$ cat src/common/frontend_pkg.sv
`default_nettype none

package frontend_pkg;

	typedef logic [31:0] word_t;
	typedef logic [4:0]  reg_idx_t;
	typedef logic [6:0]  opcode_t;

	// Major opcodes, RV32I base set only
	localparam opcode_t OPC_LUI    = 7'b0110111;
	localparam opcode_t OPC_AUIPC  = 7'b0010111;
	localparam opcode_t OPC_JAL    = 7'b1101111;
	localparam opcode_t OPC_JALR   = 7'b1100111;
	localparam opcode_t OPC_BRANCH = 7'b1100011;
	localparam opcode_t OPC_LOAD   = 7'b0000011;
	localparam opcode_t OPC_STORE  = 7'b0100011;
	localparam opcode_t OPC_OP_IMM = 7'b0010011;
	localparam opcode_t OPC_OP     = 7'b0110011;
	localparam opcode_t OPC_SYSTEM = 7'b1110011;

	localparam logic [2:0] F3_JALR = 3'b000;
	localparam logic [2:0] F3_BEQ  = 3'b000;
	localparam logic [2:0] F3_BNE  = 3'b001;
	localparam logic [2:0] F3_BLT  = 3'b100;
	localparam logic [2:0] F3_BGE  = 3'b101;
	localparam logic [2:0] F3_BLTU = 3'b110;
	localparam logic [2:0] F3_BGEU = 3'b111;
	localparam logic [2:0] F3_B    = 3'b000; // Loads and stores
	localparam logic [2:0] F3_H    = 3'b001;
	localparam logic [2:0] F3_W    = 3'b010;
	localparam logic [2:0] F3_BU   = 3'b100;
	localparam logic [2:0] F3_HU   = 3'b101;
	localparam logic [2:0] F3_ADD  = 3'b000; // ALU ops, imm and reg forms
	localparam logic [2:0] F3_SLL  = 3'b001;
	localparam logic [2:0] F3_SLT  = 3'b010;
	localparam logic [2:0] F3_SLTU = 3'b011;
	localparam logic [2:0] F3_XOR  = 3'b100;
	localparam logic [2:0] F3_SR   = 3'b101;
	localparam logic [2:0] F3_OR   = 3'b110;
	localparam logic [2:0] F3_AND  = 3'b111;

	localparam logic [6:0] F7_BASE = 7'b0000000;
	localparam logic [6:0] F7_ALT  = 7'b0100000; // sub, sra, srai

	typedef enum logic [3:0] {
		CLS_NONE, CLS_LUI, CLS_AUIPC, CLS_JAL, CLS_JALR, CLS_BRANCH,
		CLS_LOAD, CLS_STORE, CLS_OP_IMM, CLS_OP, CLS_SYSTEM
	} insn_class_e;

	typedef enum logic [5:0] {
		KIND_LUI, KIND_AUIPC, KIND_JAL, KIND_JALR,
		KIND_BEQ, KIND_BNE, KIND_BLT, KIND_BGE, KIND_BLTU, KIND_BGEU,
		KIND_LB, KIND_LH, KIND_LW, KIND_LBU, KIND_LHU, KIND_SB, KIND_SH, KIND_SW,
		KIND_ADDI, KIND_SLTI, KIND_SLTIU, KIND_XORI, KIND_ORI, KIND_ANDI,
		KIND_SLLI, KIND_SRLI, KIND_SRAI,
		KIND_ADD, KIND_SUB, KIND_SLL, KIND_SLT, KIND_SLTU, KIND_XOR,
		KIND_SRL, KIND_SRA, KIND_OR, KIND_AND,
		KIND_ECALL_EBREAK, KIND_ILLEGAL
	} insn_kind_e;

	typedef enum logic [1:0] {
		MS_IDLE, MS_READ, MS_WRITE, MS_PREFETCHED
	} mem_state_e;

endpackage

`default_nettype wire

$ cat src/source/mem_port.sv
`default_nettype none

module mem_port import frontend_pkg::*; #(
	parameter bit LATCHED_MEM_RDATA = 1'b0
) (
	input  logic  clk,
	input  logic  resetn,

	input  logic  mem_do_prefetch,
	input  logic  mem_do_rinst,
	input  logic  mem_do_rdata,
	input  logic  mem_do_wdata,
	input  word_t fetch_pc,
	input  word_t data_addr,

	output logic  mem_valid,
	output logic  mem_instr,
	input  logic  mem_ready,
	output word_t mem_addr,
	input  word_t mem_rdata,

	output logic  mem_la_read,
	output logic  mem_la_write,
	output word_t mem_la_addr,

	output logic  mem_done,
	output logic  rinst_done,
	output word_t insn_word
);

	mem_state_e mem_state;
	word_t      rdata_q;
	logic       mem_xfer;
	logic       instr_req;

	assign instr_req = mem_do_prefetch || mem_do_rinst;
	assign mem_xfer  = mem_valid && mem_ready;

	assign mem_la_read  = (mem_state == MS_IDLE) && (instr_req || mem_do_rdata);
	assign mem_la_write = (mem_state == MS_IDLE) && mem_do_wdata;
	assign mem_la_addr  = instr_req ? {fetch_pc[31:2], 2'b00} : {data_addr[31:2], 2'b00};

	// Held prefetch word completes the fetch without a bus cycle
	assign mem_done = (mem_xfer && (mem_state == MS_READ || mem_state == MS_WRITE) &&
			(mem_do_rinst || mem_do_rdata || mem_do_wdata)) ||
			(mem_state == MS_PREFETCHED && mem_do_rinst);
	assign rinst_done = mem_done && mem_do_rinst;

	assign insn_word = (mem_xfer || LATCHED_MEM_RDATA) ? mem_rdata : rdata_q;

	always_ff @(posedge clk) begin
		if (mem_xfer)
			rdata_q <= mem_rdata;
		if (mem_la_read || mem_la_write) begin
			mem_addr  <= mem_la_addr;
			mem_instr <= instr_req; // Write never overlaps a fetch
		end
	end

	always_ff @(posedge clk) begin
		if (!resetn) begin
			mem_state <= MS_IDLE;
			mem_valid <= 1'b0;
		end else begin
			case (mem_state)
				MS_IDLE: begin
					if (instr_req || mem_do_rdata) begin
						mem_valid <= 1'b1;
						mem_state <= MS_READ;
					end
					if (mem_do_wdata) begin
						mem_valid <= 1'b1;
						mem_state <= MS_WRITE;
					end
				end
				MS_READ: begin
					if (mem_xfer) begin
						mem_valid <= 1'b0;
						mem_state <= (mem_do_rinst || mem_do_rdata) ? MS_IDLE : MS_PREFETCHED;
					end
				end
				MS_WRITE: begin
					if (mem_xfer) begin
						mem_valid <= 1'b0;
						mem_state <= MS_IDLE;
					end
				end
				MS_PREFETCHED: begin
					if (mem_do_rinst)
						mem_state <= MS_IDLE;
				end
			endcase
		end
	end

	// Execute side issues one kind of request at a time
	a_req_excl: assert property (@(posedge clk) disable iff (!resetn)
			$onehot0({instr_req, mem_do_rdata, mem_do_wdata}));

	a_prefetch_hold: assert property (@(posedge clk) disable iff (!resetn)
			mem_state == MS_PREFETCHED |-> mem_do_prefetch && !mem_do_rdata && !mem_do_wdata);

	a_bus_stable: assert property (@(posedge clk) disable iff (!resetn)
			mem_valid && !mem_ready |=> mem_valid && $stable(mem_addr) && $stable(mem_instr));

endmodule

`default_nettype wire

$ cat src/decoder/opcode_predecode.sv
`default_nettype none

module opcode_predecode import frontend_pkg::*; (
	input  logic        clk,
	input  logic        resetn,
	input  logic        rinst_done,
	input  word_t       insn_word,
	output logic        stage1_valid,
	output insn_class_e insn_class,
	output reg_idx_t    rd,
	output reg_idx_t    rs1,
	output reg_idx_t    rs2,
	output word_t       imm_j,
	output word_t       held_word
);

	opcode_t     opcode;
	insn_class_e next_class;

	assign opcode = insn_word[6:0];

	always_comb begin
		case (opcode)
			OPC_LUI:    next_class = CLS_LUI;
			OPC_AUIPC:  next_class = CLS_AUIPC;
			OPC_JAL:    next_class = CLS_JAL;
			OPC_JALR:   next_class = (insn_word[14:12] == F3_JALR) ? CLS_JALR : CLS_NONE;
			OPC_BRANCH: next_class = CLS_BRANCH;
			OPC_LOAD:   next_class = CLS_LOAD;
			OPC_STORE:  next_class = CLS_STORE;
			OPC_OP_IMM: next_class = CLS_OP_IMM;
			OPC_OP:     next_class = CLS_OP;
			OPC_SYSTEM: next_class = CLS_SYSTEM;
			default:    next_class = CLS_NONE; // Also catches low bits != 11
		endcase
	end

	always_ff @(posedge clk) begin
		if (!resetn) begin
			stage1_valid <= 1'b0;
			insn_class   <= CLS_NONE;
		end else begin
			stage1_valid <= rinst_done;
			if (rinst_done)
				insn_class <= next_class;
		end
	end

	always_ff @(posedge clk) begin
		if (rinst_done) begin
			rd        <= insn_word[11:7];
			rs1       <= insn_word[19:15];
			rs2       <= insn_word[24:20];
			held_word <= insn_word;
			// J-type bits scattered as imm[20|10:1|11|19:12]
			imm_j <= {{11{insn_word[31]}}, insn_word[31], insn_word[19:12],
					insn_word[20], insn_word[30:21], 1'b0};
		end
	end

endmodule

`default_nettype wire

$ cat src/decoder/insn_decode.sv
`default_nettype none

module insn_decode import frontend_pkg::*; (
	input  logic        clk,
	input  logic        resetn,
	input  logic        stage1_valid,
	input  insn_class_e insn_class,
	input  reg_idx_t    rd,
	input  reg_idx_t    rs1,
	input  reg_idx_t    rs2,
	input  word_t       imm_j,
	input  word_t       held_word,
	output logic        decode_valid,
	output insn_kind_e  insn_kind,
	output reg_idx_t    dec_rd,
	output reg_idx_t    dec_rs1,
	output reg_idx_t    dec_rs2,
	output word_t       dec_imm
);

	logic [2:0] f3;
	logic [6:0] f7;
	insn_kind_e next_kind;
	word_t      next_imm;

	assign f3 = held_word[14:12];
	assign f7 = held_word[31:25];

	always_comb begin
		next_kind = KIND_ILLEGAL;
		case (insn_class)
			CLS_LUI:   next_kind = KIND_LUI;
			CLS_AUIPC: next_kind = KIND_AUIPC;
			CLS_JAL:   next_kind = KIND_JAL;
			CLS_JALR:  next_kind = KIND_JALR;
			CLS_BRANCH: begin
				case (f3)
					F3_BEQ:  next_kind = KIND_BEQ;
					F3_BNE:  next_kind = KIND_BNE;
					F3_BLT:  next_kind = KIND_BLT;
					F3_BGE:  next_kind = KIND_BGE;
					F3_BLTU: next_kind = KIND_BLTU;
					F3_BGEU: next_kind = KIND_BGEU;
					default: next_kind = KIND_ILLEGAL;
				endcase
			end
			CLS_LOAD: begin
				case (f3)
					F3_B:    next_kind = KIND_LB;
					F3_H:    next_kind = KIND_LH;
					F3_W:    next_kind = KIND_LW;
					F3_BU:   next_kind = KIND_LBU;
					F3_HU:   next_kind = KIND_LHU;
					default: next_kind = KIND_ILLEGAL;
				endcase
			end
			CLS_STORE: begin
				case (f3)
					F3_B:    next_kind = KIND_SB;
					F3_H:    next_kind = KIND_SH;
					F3_W:    next_kind = KIND_SW;
					default: next_kind = KIND_ILLEGAL;
				endcase
			end
			CLS_OP_IMM: begin
				case (f3)
					F3_ADD:  next_kind = KIND_ADDI;
					F3_SLT:  next_kind = KIND_SLTI;
					F3_SLTU: next_kind = KIND_SLTIU;
					F3_XOR:  next_kind = KIND_XORI;
					F3_OR:   next_kind = KIND_ORI;
					F3_AND:  next_kind = KIND_ANDI;
					F3_SLL:  next_kind = (f7 == F7_BASE) ? KIND_SLLI : KIND_ILLEGAL;
					F3_SR: begin
						if (f7 == F7_BASE)
							next_kind = KIND_SRLI;
						else if (f7 == F7_ALT)
							next_kind = KIND_SRAI;
					end
				endcase
			end
			CLS_OP: begin
				if (f7 == F7_BASE) begin
					case (f3)
						F3_ADD:  next_kind = KIND_ADD;
						F3_SLL:  next_kind = KIND_SLL;
						F3_SLT:  next_kind = KIND_SLT;
						F3_SLTU: next_kind = KIND_SLTU;
						F3_XOR:  next_kind = KIND_XOR;
						F3_SR:   next_kind = KIND_SRL;
						F3_OR:   next_kind = KIND_OR;
						F3_AND:  next_kind = KIND_AND;
					endcase
				end else if (f7 == F7_ALT) begin
					if (f3 == F3_ADD)
						next_kind = KIND_SUB;
					else if (f3 == F3_SR)
						next_kind = KIND_SRA;
				end
			end
			CLS_SYSTEM: begin
				// Bit 20 alone tells ecall from ebreak
				if (held_word[31:21] == '0 && held_word[19:7] == '0)
					next_kind = KIND_ECALL_EBREAK;
			end
			default: next_kind = KIND_ILLEGAL;
		endcase
	end

	always_comb begin
		next_imm = '0;
		if (next_kind != KIND_ILLEGAL) begin
			case (insn_class)
				CLS_LUI, CLS_AUIPC: next_imm = {held_word[31:12], 12'b0};
				CLS_JAL: next_imm = imm_j;
				CLS_JALR, CLS_LOAD, CLS_OP_IMM, CLS_SYSTEM:
					next_imm = {{20{held_word[31]}}, held_word[31:20]};
				CLS_STORE: next_imm = {{20{held_word[31]}}, held_word[31:25], held_word[11:7]};
				CLS_BRANCH: next_imm = {{20{held_word[31]}}, held_word[7], held_word[30:25],
						held_word[11:8], 1'b0};
				default: next_imm = '0; // R-type
			endcase
		end
	end

	always_ff @(posedge clk) begin
		if (!resetn) begin
			decode_valid <= 1'b0;
			insn_kind    <= KIND_ILLEGAL;
		end else begin
			decode_valid <= stage1_valid;
			if (stage1_valid)
				insn_kind <= next_kind;
		end
	end

	always_ff @(posedge clk) begin
		if (stage1_valid) begin
			dec_rd  <= rd;
			dec_rs1 <= rs1;
			dec_rs2 <= rs2;
			dec_imm <= next_imm;
		end
	end

	// Stage 1 lets only 32-bit encodings through as a known class
	a_legal_is_32bit: assert property (@(posedge clk) disable iff (!resetn)
			stage1_valid && next_kind != KIND_ILLEGAL |-> held_word[1:0] == 2'b11);

endmodule

`default_nettype wire

$ cat src/source/fetch_decode_top.sv
`default_nettype none

module fetch_decode_top import frontend_pkg::*; #(
	parameter bit LATCHED_MEM_RDATA = 1'b0
) (
	input  logic       clk,
	input  logic       resetn,
	input  logic       mem_do_prefetch,
	input  logic       mem_do_rinst,
	input  logic       mem_do_rdata,
	input  logic       mem_do_wdata,
	input  word_t      fetch_pc,
	input  word_t      data_addr,
	output logic       mem_valid,
	output logic       mem_instr,
	input  logic       mem_ready,
	output word_t      mem_addr,
	input  word_t      mem_rdata,
	output logic       mem_la_read,
	output logic       mem_la_write,
	output word_t      mem_la_addr,
	output logic       mem_done,
	output logic       decode_valid,
	output insn_kind_e insn_kind,
	output reg_idx_t   dec_rd,
	output reg_idx_t   dec_rs1,
	output reg_idx_t   dec_rs2,
	output word_t      dec_imm
);

	logic        rinst_done;
	word_t       insn_word;
	logic        stage1_valid;
	insn_class_e insn_class;
	reg_idx_t    rd;
	reg_idx_t    rs1;
	reg_idx_t    rs2;
	word_t       imm_j;
	word_t       held_word;

	mem_port #(
		.LATCHED_MEM_RDATA(LATCHED_MEM_RDATA)
	) mem_port_inst (
		.clk(clk), .resetn(resetn),
		.mem_do_prefetch(mem_do_prefetch), .mem_do_rinst(mem_do_rinst),
		.mem_do_rdata(mem_do_rdata), .mem_do_wdata(mem_do_wdata),
		.fetch_pc(fetch_pc), .data_addr(data_addr),
		.mem_valid(mem_valid), .mem_instr(mem_instr), .mem_ready(mem_ready),
		.mem_addr(mem_addr), .mem_rdata(mem_rdata),
		.mem_la_read(mem_la_read), .mem_la_write(mem_la_write), .mem_la_addr(mem_la_addr),
		.mem_done(mem_done), .rinst_done(rinst_done), .insn_word(insn_word)
	);

	opcode_predecode opcode_predecode_inst (
		.clk(clk), .resetn(resetn),
		.rinst_done(rinst_done), .insn_word(insn_word),
		.stage1_valid(stage1_valid), .insn_class(insn_class),
		.rd(rd), .rs1(rs1), .rs2(rs2), .imm_j(imm_j), .held_word(held_word)
	);

	insn_decode insn_decode_inst (
		.clk(clk), .resetn(resetn),
		.stage1_valid(stage1_valid), .insn_class(insn_class),
		.rd(rd), .rs1(rs1), .rs2(rs2), .imm_j(imm_j), .held_word(held_word),
		.decode_valid(decode_valid), .insn_kind(insn_kind),
		.dec_rd(dec_rd), .dec_rs1(dec_rs1), .dec_rs2(dec_rs2), .dec_imm(dec_imm)
	);

endmodule

`default_nettype wire

$ cat config.mk
export PLATFORM = sky130hd
export DESIGN_NAME = fetch_decode_top
export DESIGN_NICKNAME = d
export VERILOG_FILES = /design/src/common/frontend_pkg.sv /design/src/source/mem_port.sv /design/src/decoder/opcode_predecode.sv /design/src/decoder/insn_decode.sv /design/src/source/fetch_decode_top.sv
export SDC_FILE = /design/constraint.sdc
export NUM_CORES = 1
export LEC_CHECK = 0
export BUFFER_PORTS_ARGS = -buffer_cell sky130_fd_sc_hd__buf_2
export CORE_UTILIZATION = 45
export DETAILED_ROUTE_END_ITERATION = 8
export GPL_TIMING_DRIVEN = 1
export PLACE_DENSITY = 0.68
export REMOVE_ABC_BUFFERS = 1
export SLEW_MARGIN = 10
export SYNTH_ARGS = -nofsm -noshare
export SYNTH_HDL_FRONTEND = slang
export SYNTH_SLANG_ARGS = --single-unit
$ cat constraint.sdc
create_clock -name clk -period 7.1 [get_ports clk]
set_input_delay 0.355 -clock clk [delete_from_list [all_inputs] [get_ports clk]]
set_output_delay 0.355 -clock clk [all_outputs]
set_load 0.02 [all_outputs]
==> flow_metrics.tcl <==
set metrics [dict create \
    async_reset_ff_frac 0 \
    cts_tree "built" \
    yosys_register_bits 155 \
    max_cap_violations 0 \
    wl_per_cell_um 17.4 \
    path_clk_slew_ns 0.06 \
    holdWs_ns 0.179 \
    cp_slowest_cell "edfxtp_1" \
    grt_max_degree 61 \
    post-place-ws_ns 3.77 \
    viasPerCell 5.23 \
    die_w_um 128 \
    crit_chain "inv_1 -> ha_1 -> or4_1 -> o41ai_1 -> a2111oi_4 -> a21oi_4 -> buf_4 -> a21oi_1" \
    vias 5235 \
    synthTopCellsByArea "edfxtp_1, dfxtp_1, mux2_2" \
    yosysWarnings 0 \
    finalCritPeriodShare 0.480 \
    powerDensity_mw_per_mm2 323 \
    portBuffers 217 \
    dp.final_hpwl_um 12800 \
    drive_above_1_share 0.458 \
    ios 226 \
    worst_clock_skew_ns 0.0110 \
    layout_min_cycle_time_ns 3.41 \
    die_h_um 128 \
    min-delay-start "mem_rdata[16]" \
    syn_to_final_growth_pct 24.4 \
    grt_util_all_layers 0.218 \
    fin_ws_ns 3.69 \
    slew_violations 0 \
    synthCells 565 \
    max_slew_margin 0.235 \
    rsz0062_at_grt "false" \
    crit_path_max_fanout 19 \
    postCtsHoldBufs 0 \
    final_cell_mix "buf_2, edfxtp_1, mux2_2, dfxtp_1, a21oi_1" \
    rrSetupSlack_ns 3.69 \
    fillers 1306 \
    drc 0 \
    ant_nets 0 \
    grt_antenna_before_repair 2 \
    outcome "completed" \
    finalSetupTns_ns 0 \
    critPathMaxStageDelay_ns 0.66 \
    startpoint "opcode_predecode_inst.held_word[13]" \
    start_util 0.465 \
    drt_iter0_drc 269 \
    crit_arrival_ns 3.55 \
    die-area_mm2 0.0164 \
    worst_hold_path_type "in -> reg" \
    rows 45 \
    synth-edff-count 103 \
    grt_pass1_wl_um 26900 \
    core-area_mm2 0.0154 \
    cts_setup_buffers 0 \
    nNetsFinal 894 \
    critPathLaunchType "flip-flop" \
    finalWirelength_um 17400 \
    netlist_area_mm2 0.00715 \
    ys_seq_area_frac 0.578 \
    power_leakage_uw 0.00347 \
    synth.top_cell.area_share 0.433 \
    finalSetupViolCount 0 \
    seq_area_mm2 0.00414 \
    layout_commonest_cell "buf_2" \
    htree_levels 4 \
    grt_pass1_vias 5195 \
    ys.flop_type "edfxtp_1" \
    avgSynthCellArea_um2 12.7 \
    dp_cells 967 \
    reg2reg_depth 8 \
    synth_cell_types 70 \
    yosysTopAreaCell "edfxtp_1" \
    peakVddDrop_mv 0.250 \
    timing.rr.end "insn_decode_inst.dec_imm[27]" \
    cts_sinks 155 \
    final-hold-violation-count 0 \
    worst_pin_slew_ns 1.15 \
    cp-end-kind "flip-flop" \
    multi_input_area_mm2 0.00277 \
    endpoint "insn_decode_inst.dec_imm[27]" \
    worstReg2RegStart "opcode_predecode_inst.held_word[13]" \
    layout.cells.non_filler 1001 \
    insertion_delay_ns 0.42 \
    crit_required_ns 7.24 \
    dr.pass1.iters 4 \
    fmax_mhz 293 \
    cts_buffer_depth 2 \
    grt_overflow 0 \
    path_class "reg -> reg" \
    cts_resized 0 \
    cts_root_buf "clkbuf_16" \
    cts_buffers 17 \
    gp_congestion 0.829 \
]
[state kept, by name, indices dropped and copies added, names as in the netlist, named ones only]
name and count:
insn_decode_inst.dec_rs2 5, mem_port_inst.mem_addr 30, mem_port_inst.rdata_q 32, opcode_predecode_inst.insn_class 4
mem_port_inst.mem_valid 1, insn_decode_inst.insn_kind 6, insn_decode_inst.dec_imm 32, opcode_predecode_inst.held_word 25
mem_port_inst.mem_instr 1, insn_decode_inst.dec_rd 5, insn_decode_inst.dec_rs1 5, opcode_predecode_inst.stage1_valid 1
mem_port_inst.mem_state 2, insn_decode_inst.decode_valid 1
[metal layers]
metal  routed length [um]  vias to the layer above  track usage
met5                    0                        -            0
met4                  273                        0       0.0803
met3                  961                       17       0.0568
met2                 8950                      187        0.382
met1                 7210                     2508        0.257
li1                     -                     2523            -
[cell type report]
| class | count | share of cell area |
|---|---|---|
| Antenna cell | 2 | 0.000563 |
| Multi-Input combinational cell | 361 | 0.312 |
| Clock buffer | 18 | 0.0482 |
| Timing Repair Buffer | 223 | 0.127 |
| Inverter | 17 | 0.00717 |
| Tap cell | 211 | 0.0297 |
| Sequential cell | 155 | 0.465 |
| Clock inverter | 14 | 0.0108 |
[power breakdown]
part	leakage [uW]	total, uW	internal [uW]	switching (uW)
combinational	0.00185	737	270	467
clock	0.000260	806	446	360
sequential	0.00137	1330	1240	88.6
[synthesized netlist by cell type (2+ instances only)]
library cell and instances:
buf_6 7, a31oi_1 2, nor2b_1 10, edfxtp_1 103, nor4_4 2, clkbuf_1 15, buf_4 5, mux2_2 57
nand3_1 10, inv_1 16, a21o_1 3, a21boi_0 2, nand3b_1 2, nand2_1 23, ha_1 16, mux2i_1 11
o21ai_0 17, o41ai_1 2, or3_1 2, a22oi_1 4, a32o_1 2, nor3_1 3, nor4_2 2, and2_1 7
buf_2 8, a211oi_1 5, nor4bb_1 2, a21oi_2 32, and3_1 3, nand4_1 7, o21a_1 5, a32oi_1 4
nor2_1 33, a21oi_1 37, nand2b_1 10, nor4_1 5, dfxtp_1 52, a22o_1 4, o22ai_1 4
[how the worst min path moves through the flow]
stage,end,depth (start not counted)
floorplan,insn_decode_inst.insn_kind[2],1
global placement,mem_port_inst.rdata_q[29],1
detailed placement,mem_port_inst.rdata_q[27],1
CTS,mem_port_inst.rdata_q[16],2
global route,mem_port_inst.rdata_q[15],2
finish,mem_port_inst.rdata_q[16],2
[through the flow]
stage                     area (um2)   util  power, uW
after detailed placement        8370  0.544       2090
after global placement          8370  0.544       2050
after CTS                       8890  0.579       2900
final                           8900  0.579       2870
after floorplan                 6950      -       1830
after global routing            8900  0.579       3020
[cell families after synthesis]
| kind of cell | share of synthesized area |
|---|---|
| flops | 0.578 |
| buf+inv | 0.0387 |
| mux | 0.105 |
| other cells | 0.000524 |
| xor+xnor | 0.00123 |
| compound gates | 0.137 |
| fa+ha+maj | 0.0280 |
| simple gates | 0.111 |
[critical path: cells and delay by family (launching register included)]
kind,cells,cell delay [ns]
compound gates,4,0.95
buf+inv,2,0.70
flops,1,0.66
simple gates,1,0.51
fa+ha+maj,1,0.30
Power figures use the tool's default switching activity.
